`src/logic/freelist_params.svh`:
```
// Freelist tracker sizing
// Pool size, offer width, return ports and count latency

`ifndef FREELIST_PARAMS_SVH
`define FREELIST_PARAMS_SVH

// Number of IDs in the pool
`define FREELIST_NUM_ENTRIES 8

// Offer slots per cycle, kept below the pool size
`define FREELIST_ALLOC_PER_CYCLE 2

// Return ports, each with its own valid strobe
`define FREELIST_DEALLOC_PORTS 2

// Cycles from a return to its appearance on dealloc_count
// Must be at least 1
`define FREELIST_DEALLOC_COUNT_DELAY 2

`endif

```
`src/logic/freelist_pkg.sv`:
```
// Freelist tracker types
// Entry IDs, masks, counts and the offer and return bundles

`include "freelist_params.svh"

package freelist_pkg;

  // One entry ID
  typedef logic [$clog2(`FREELIST_NUM_ENTRIES)-1:0] entry_id_t;

  // One bit per entry
  // Used for the free bitmap and for take and return masks
  typedef logic [`FREELIST_NUM_ENTRIES-1:0] entry_mask_t;

  // Offered or accepted slot count, 0 up to the offer width
  typedef logic [$clog2(`FREELIST_ALLOC_PER_CYCLE+1)-1:0] alloc_count_t;

  // Returns seen in one cycle, 0 up to the port count
  typedef logic [$clog2(`FREELIST_DEALLOC_PORTS+1)-1:0] dealloc_count_t;

  // Offer toward the consumer
  // Slot 0 carries the lowest free ID, slot 1 the next one up
  // Only slots below sendable hold a meaningful ID
  typedef struct packed {
    alloc_count_t                                    sendable;
    entry_id_t [`FREELIST_ALLOC_PER_CYCLE-1:0]       entry_id;
  } alloc_offer_t;

  // Returns from the consumer
  // One valid bit and one ID per port
  typedef struct packed {
    logic      [`FREELIST_DEALLOC_PORTS-1:0]         valid;
    entry_id_t [`FREELIST_DEALLOC_PORTS-1:0]         entry_id;
  } dealloc_req_t;

endpackage

```
`src/logic/freelist_alloc_select.sv`:
```
// Freelist offer selection
// Picks the lowest free entries for the offer slots and marks the ones taken

`timescale 1ns/10ps
`include "freelist_params.svh"

module freelist_alloc_select
  import freelist_pkg::*;
(
  input  entry_mask_t  free_mask,
  input  alloc_count_t alloc_receivable,
  output alloc_offer_t alloc_offer,
  output entry_mask_t  take_mask
);

  localparam int NUM_SLOTS = `FREELIST_ALLOC_PER_CYCLE;

  // Entries still available to each slot after the lower slots took theirs
  entry_mask_t [NUM_SLOTS-1:0] avail;
  // One-hot pick per slot, zero when nothing is left
  entry_mask_t [NUM_SLOTS-1:0] pick;
  entry_id_t   [NUM_SLOTS-1:0] slot_id;
  logic        [NUM_SLOTS-1:0] slot_found;
  // Slot is below the consumer's accepted count
  logic        [NUM_SLOTS-1:0] slot_take;
  alloc_count_t                offer_count;

  // Isolate the lowest set bit
  function automatic entry_mask_t lowest_onehot(input entry_mask_t mask);
    return mask & (~mask + entry_mask_t'(1));
  endfunction

  // Encode a one-hot (or empty) mask to an ID
  function automatic entry_id_t onehot_to_id(input entry_mask_t onehot);
    entry_id_t id;
    id = '0;
    for (int e = 0; e < `FREELIST_NUM_ENTRIES; e++) begin
      if (onehot[e]) begin
        id = id | entry_id_t'(e);
      end
    end
    return id;
  endfunction

  for (genvar s = 0; s < NUM_SLOTS; s++) begin : gen_slot
    // Slot 0 sees the whole bitmap, later slots skip what earlier slots picked
    if (s == 0) begin : gen_first
      assign avail[s] = free_mask;
    end else begin : gen_next
      assign avail[s] = avail[s-1] & ~pick[s-1];
    end

    assign pick[s]       = lowest_onehot(avail[s]);
    assign slot_found[s] = |avail[s];
    assign slot_id[s]    = onehot_to_id(pick[s]);
    assign slot_take[s]  = slot_found[s] && (alloc_count_t'(s) < alloc_receivable);
  end

  // Found slots are always contiguous from slot 0, so a popcount gives sendable
  always_comb begin
    offer_count = '0;
    for (int s = 0; s < NUM_SLOTS; s++) begin
      offer_count = offer_count + alloc_count_t'(slot_found[s]);
    end
  end

  // Entries leaving the pool this cycle
  always_comb begin
    take_mask = '0;
    for (int s = 0; s < NUM_SLOTS; s++) begin
      if (slot_take[s]) begin
        take_mask = take_mask | pick[s];
      end
    end
  end

  // Offer depends on the bitmap alone, never on alloc_receivable
  assign alloc_offer = '{sendable: offer_count, entry_id: slot_id};

endmodule

```
`src/logic/freelist_dealloc_count.sv`:
```
// Freelist return counter
// Counts valid returns per cycle and delays the count by a fixed latency

`timescale 1ns/10ps
`include "freelist_params.svh"

module freelist_dealloc_count
  import freelist_pkg::*;
(
  input  logic           clk,
  input  logic           rst,
  input  dealloc_req_t   dealloc_req,
  output dealloc_count_t dealloc_count
);

  localparam int DELAY = `FREELIST_DEALLOC_COUNT_DELAY;

  // Returns seen this cycle
  dealloc_count_t                 count_now;
  // Delay line, stage 0 is one cycle old
  dealloc_count_t [DELAY-1:0]     count_pipe;

  always_comb begin
    count_now = '0;
    for (int p = 0; p < `FREELIST_DEALLOC_PORTS; p++) begin
      count_now = count_now + dealloc_count_t'(dealloc_req.valid[p]);
    end
  end

  always_ff @(posedge clk) begin
    if (rst) begin
      // Count stays 0 until real returns have crossed the whole chain
      count_pipe <= '0;
    end else begin
      count_pipe[0] <= count_now;
      for (int i = 1; i < DELAY; i++) begin
        count_pipe[i] <= count_pipe[i-1];
      end
    end
  end

  // Oldest stage: returns from DELAY cycles back
  assign dealloc_count = count_pipe[DELAY-1];

endmodule

```
`src/logic/freelist_tracker.sv`:
```
// Freelist tracker top level
// Keeps the free bitmap, offers the lowest free IDs and takes returns
// Reports returned IDs as a delayed count for credit-based requesters

`timescale 1ns/10ps
`include "freelist_params.svh"

module freelist_tracker
  import freelist_pkg::*;
(
  input  logic           clk,
  input  logic           rst,
  // Allocation side
  input  alloc_count_t   alloc_receivable,
  output alloc_offer_t   alloc_offer,
  // Return side
  input  dealloc_req_t   dealloc_req,
  output dealloc_count_t dealloc_count
);

  // One bit per entry, set while the entry is free
  entry_mask_t free_mask;
  // Entries actually allocated this cycle
  entry_mask_t take_mask;
  // Entries coming back this cycle
  entry_mask_t return_mask;
  entry_mask_t free_mask_next;

  // Offer and take selection
  // Offer is driven from the registered bitmap only
  freelist_alloc_select u_alloc_select (
    .free_mask        (free_mask),
    .alloc_receivable (alloc_receivable),
    .alloc_offer      (alloc_offer),
    .take_mask        (take_mask)
  );

  // Decode the return ports into a mask
  // Ports are assumed to carry distinct, currently allocated IDs
  always_comb begin
    return_mask = '0;
    for (int p = 0; p < `FREELIST_DEALLOC_PORTS; p++) begin
      if (dealloc_req.valid[p]) begin
        return_mask[dealloc_req.entry_id[p]] = 1'b1;
      end
    end
  end

  // Taken entries leave, returned entries come back
  // A legal return never names an ID that is free, so the two masks
  // never overlap and the order of clear and set does not matter
  assign free_mask_next = (free_mask & ~take_mask) | return_mask;

  always_ff @(posedge clk) begin
    if (rst) begin
      // Whole pool free after reset
      free_mask <= '1;
    end else begin
      free_mask <= free_mask_next;
    end
  end

  // Delayed return count
  freelist_dealloc_count u_dealloc_count (
    .clk           (clk),
    .rst           (rst),
    .dealloc_req   (dealloc_req),
    .dealloc_count (dealloc_count)
  );

endmodule

```
`config.mk`:
```
export PLATFORM = sky130hd
export DESIGN_NAME = freelist_tracker
export DESIGN_NICKNAME = d
export VERILOG_FILES = /design/src/logic/freelist_pkg.sv /design/src/logic/freelist_alloc_select.sv /design/src/logic/freelist_dealloc_count.sv /design/src/logic/freelist_tracker.sv
export VERILOG_INCLUDE_DIRS = /design/src /design/src/logic
export SDC_FILE = /design/constraint.sdc
export NUM_CORES = 1
export LEC_CHECK = 0
export ABC_AREA = 1
export BUFFER_PORTS_ARGS = -buffer_cell sky130_fd_sc_hd__buf_2
export CORE_UTILIZATION = 53
export CTS_CLUSTER_SIZE = 16
export DETAILED_ROUTE_END_ITERATION = 10
export PLACE_DENSITY = 0.78
export SLEW_MARGIN = 20
export SYNTH_ARGS = -nofsm -noshare
export SYNTH_HDL_FRONTEND = slang
export SYNTH_HIERARCHICAL = 1
export SYNTH_SLANG_ARGS = --single-unit
```
`constraint.sdc`:
```
create_clock -name clk -period 1.98 [get_ports clk]
set_clock_uncertainty 0.1 [all_clocks]
set_input_delay 0.396 -clock clk [delete_from_list [all_inputs] [get_ports clk]]
set_output_delay 0.396 -clock clk [all_outputs]
set_load 0.05 [all_outputs]
```
==> results.toml <==
[placement]
finalWeightedCongestion = 0.909
io_buffers = 21
pre_cts_slack_ns = -0.0641
dpl_cell_area_um2 = 1210
hpwl_mm = 1.91

[timing]
hold_viol_final = 0
fmax_ghz = 0.454
worst_slew_pin_slew_ns = 0.278
maxSlewViolCount = 0
fin_ws_ns = -0.224
finalCritPeriodShare_pct = 111
finalSetupViolCount = 7
rsz0062_at_grt = "true"
slew_headroom_pct = 81.3
tns_ns = -0.958
fin_crit_ns = 2.20

[setup_path]
endpoint_kind = "primary output"
startpoint_type = "register"
critPathRequiredTime_ns = 1.48
arrival_ns = 1.71
criticalPathCategory = "reg2out"
r2r_end = "free_mask[2]"
reg2regPathDepth = 12
worstReg2RegStart = "free_mask[2]"
cp_max_fo = 5
r2r_setup_slack_ns = 0.06

[global_route]
grt_busiest_layer = "met2"
met3_usage_pct = 2.80
grt_first_pass_wirelength_mm = 4.13
grt-ovfl-total = 0
grt_max_degree = 13
grt_pass1_vias = 1037
use_met1_pct = 29.1
grt_use_met2_pct = 51.9
antenna_found_initial = 0
grt_util_all_layers_pct = 27.9

[clock_tree]
clock_path_buffers = 2
path_clk_slew_ns = 0.07
clkSinkCount = 12
clk_latency_ns = 0.28
numCtsBuffers = 3
cts_max_level = 1
cts_tree = "done"
cts_hold_repair.buffers = 0
cts_root_buf = "clkbuf_4"

[layout]
mostFrequentLayoutCell = "nand2_1"
finalNetCount = 216
layout_common_cells = "26 x nand2_1, 25 x inv_1, 21 x nand3_1"
final.fill_count = 116
antenna_cells = 0
final_util_pct = 83.3
drive_above_1_share_pct = 41.8
final_area_um2 = 1440
area_growth_pct = 46.9

[pwr]
leakagePower_nw = 0.700
finalPower_w = 0.000741
ir_drop_mv = 0.436
power-per-cell-area_nw_per_um2 = 515

[worst_hold_path]
hold_path_end = "free_mask[1]"
hold-path-cell-count = 3
min_from = "dealloc_req[3]"
worstHoldPathType = "in2reg"

[outcome]
status = "complete, but fails checks"
violations = "setup timing"

[logic_synthesis]
ys_seq_area_share_pct = 24.6
yosys_warnings = 6
synth_area_um2 = 978
ys_types = 24
synth-seq-cells = 12
synthCells = 161
avgSynthCellArea_um2 = 6.08
synth_nets = 175

[floorplan]
rows = 15
die_w_um = 45.0
start_util_pct = 56.7
core_area_um2 = 1730
die_height_um = 45.0
ios = 22
dieArea_um2 = 2020

[routing]
antenna_left = 0
drt_wl_total_mm = 3.05
drc = 0
drtIter0Drc = 46
first_pass_iters = 4
via_per_inst = 5.53
dr_total_vias = 1249
wl_per_cell_um = 13.5

[job]
cap_viol_max_count = 0
==> synthesized netlist by cell type <==
master    instances  area share, %
nand3_1          23             12
inv_2             5            1.9
nor2_2            4            2.6
inv_1            25            9.6
buf_4             2            1.5
nor2_4            3            3.5
buf_2             1           0.51
a21oi_1           8            4.1
o21ai_1           2            1.0
a21oi_2           1           0.90
clkbuf_1          1           0.38
ha_1              2            2.6
nor2_1           19            7.3
nand2_4           1            1.2
nor3b_1           1           0.77
nand2_2           3            1.9
a31oi_1           1           0.64
dfxtp_1          12             25
nand3_2           1            1.0
or2_0             1           0.64
nand4_1           9            5.8
nand2_1          31             12
nor3_1            4            2.0
nor2_8            1            2.0
==> layer usage <==
layer / share of wire, % / up-vias
li1: - / 598
met1: 38 / 578
met5: 0 / -
met3: 4.1 / 19
met4: 4.9 / 0
met2: 53 / 54
==> state kept, by name, indices dropped and copies added (netlist names) <==
name,flops
u_dealloc_count/dealloc_count,2
free_mask,8
u_dealloc_count/count_pipe,2
==> what timing repair did <==
action | CTS | global route
gates cloned | 1 | 0
endpoints found under the setup margin | 8 | 8
buffers inserted | 2 | 2
resized for setup | 26 | 22
pin swaps | 2 | 3
==> critical path, cell delays in order, from the launching register on <==
cell and delay [ns]:
dfxtp_4 0.37, nor2_8 0.19, nand2_2 0.08, nand2_2 0.08, nand3_2 0.10, nor2_4 0.11
nand2_2 0.07, ha_4 0.27, buf_8 0.13
==> cells by family (layout without fill, tap and decap cells) <==
family	after synthesis	after routing	share of synthesized area, %
AO/OA/AOI/OAI	12	12	6.65
adder cells (fa/ha/maj)	2	2	2.56
flip-flops	12	12	24.6
buffers and inverters	34	73	13.9
AND/OR/NAND/NOR	101	102	52.3
==> report_power, final <==
part / switching [W] / internal, W / total [W]
logic: 0.000171 / 0.0000973 / 0.000269
clock network: 0.0000866 / 0.000112 / 0.000199
registers: 0.0000196 / 0.000254 / 0.000274
total: 0.000277 / 0.000464 / 0.000741
==> metrics by stage <==
| step | hold slack (ns) | cells |
|---|---|---|
| after floorplan | 0.288 | 161 |
| after global placement | 0.293 | 217 |
| after detailed placement | 0.298 | 217 |
| after global routing | 0.323 | 226 |
| final | 0.320 | 226 |
| after CTS | 0.299 | 224 |
==> how the worst max path moves through the flow <==
stage                             from        endpoint  slack, ns  cells after the start
after global placement    free_mask[1]  alloc_offer[6]      -0.02                      8
after detailed placement  free_mask[1]  alloc_offer[6]      -0.06                      8
after CTS                 free_mask[0]  alloc_offer[6]      -0.18                      8
final                     free_mask[1]  alloc_offer[6]      -0.22                      8
after floorplan           free_mask[1]  alloc_offer[2]       0.04                      3
after global routing      free_mask[1]  alloc_offer[6]      -0.31                      8
==> area by class of cell <==
| type | count | area, um2 | area share, % |
|---|---|---|---|
| Tap cell | 25 | 31.3 | 2.18 |
| Clock buffer | 4 | 36.3 | 2.52 |
| Sequential cell | 12 | 259 | 18.0 |
| Timing Repair Buffer | 39 | 302 | 21.0 |
| Multi-Input combinational cell | 116 | 697 | 48.5 |
| Inverter | 30 | 113 | 7.83 |
Power figures use the tool's default switching activity.
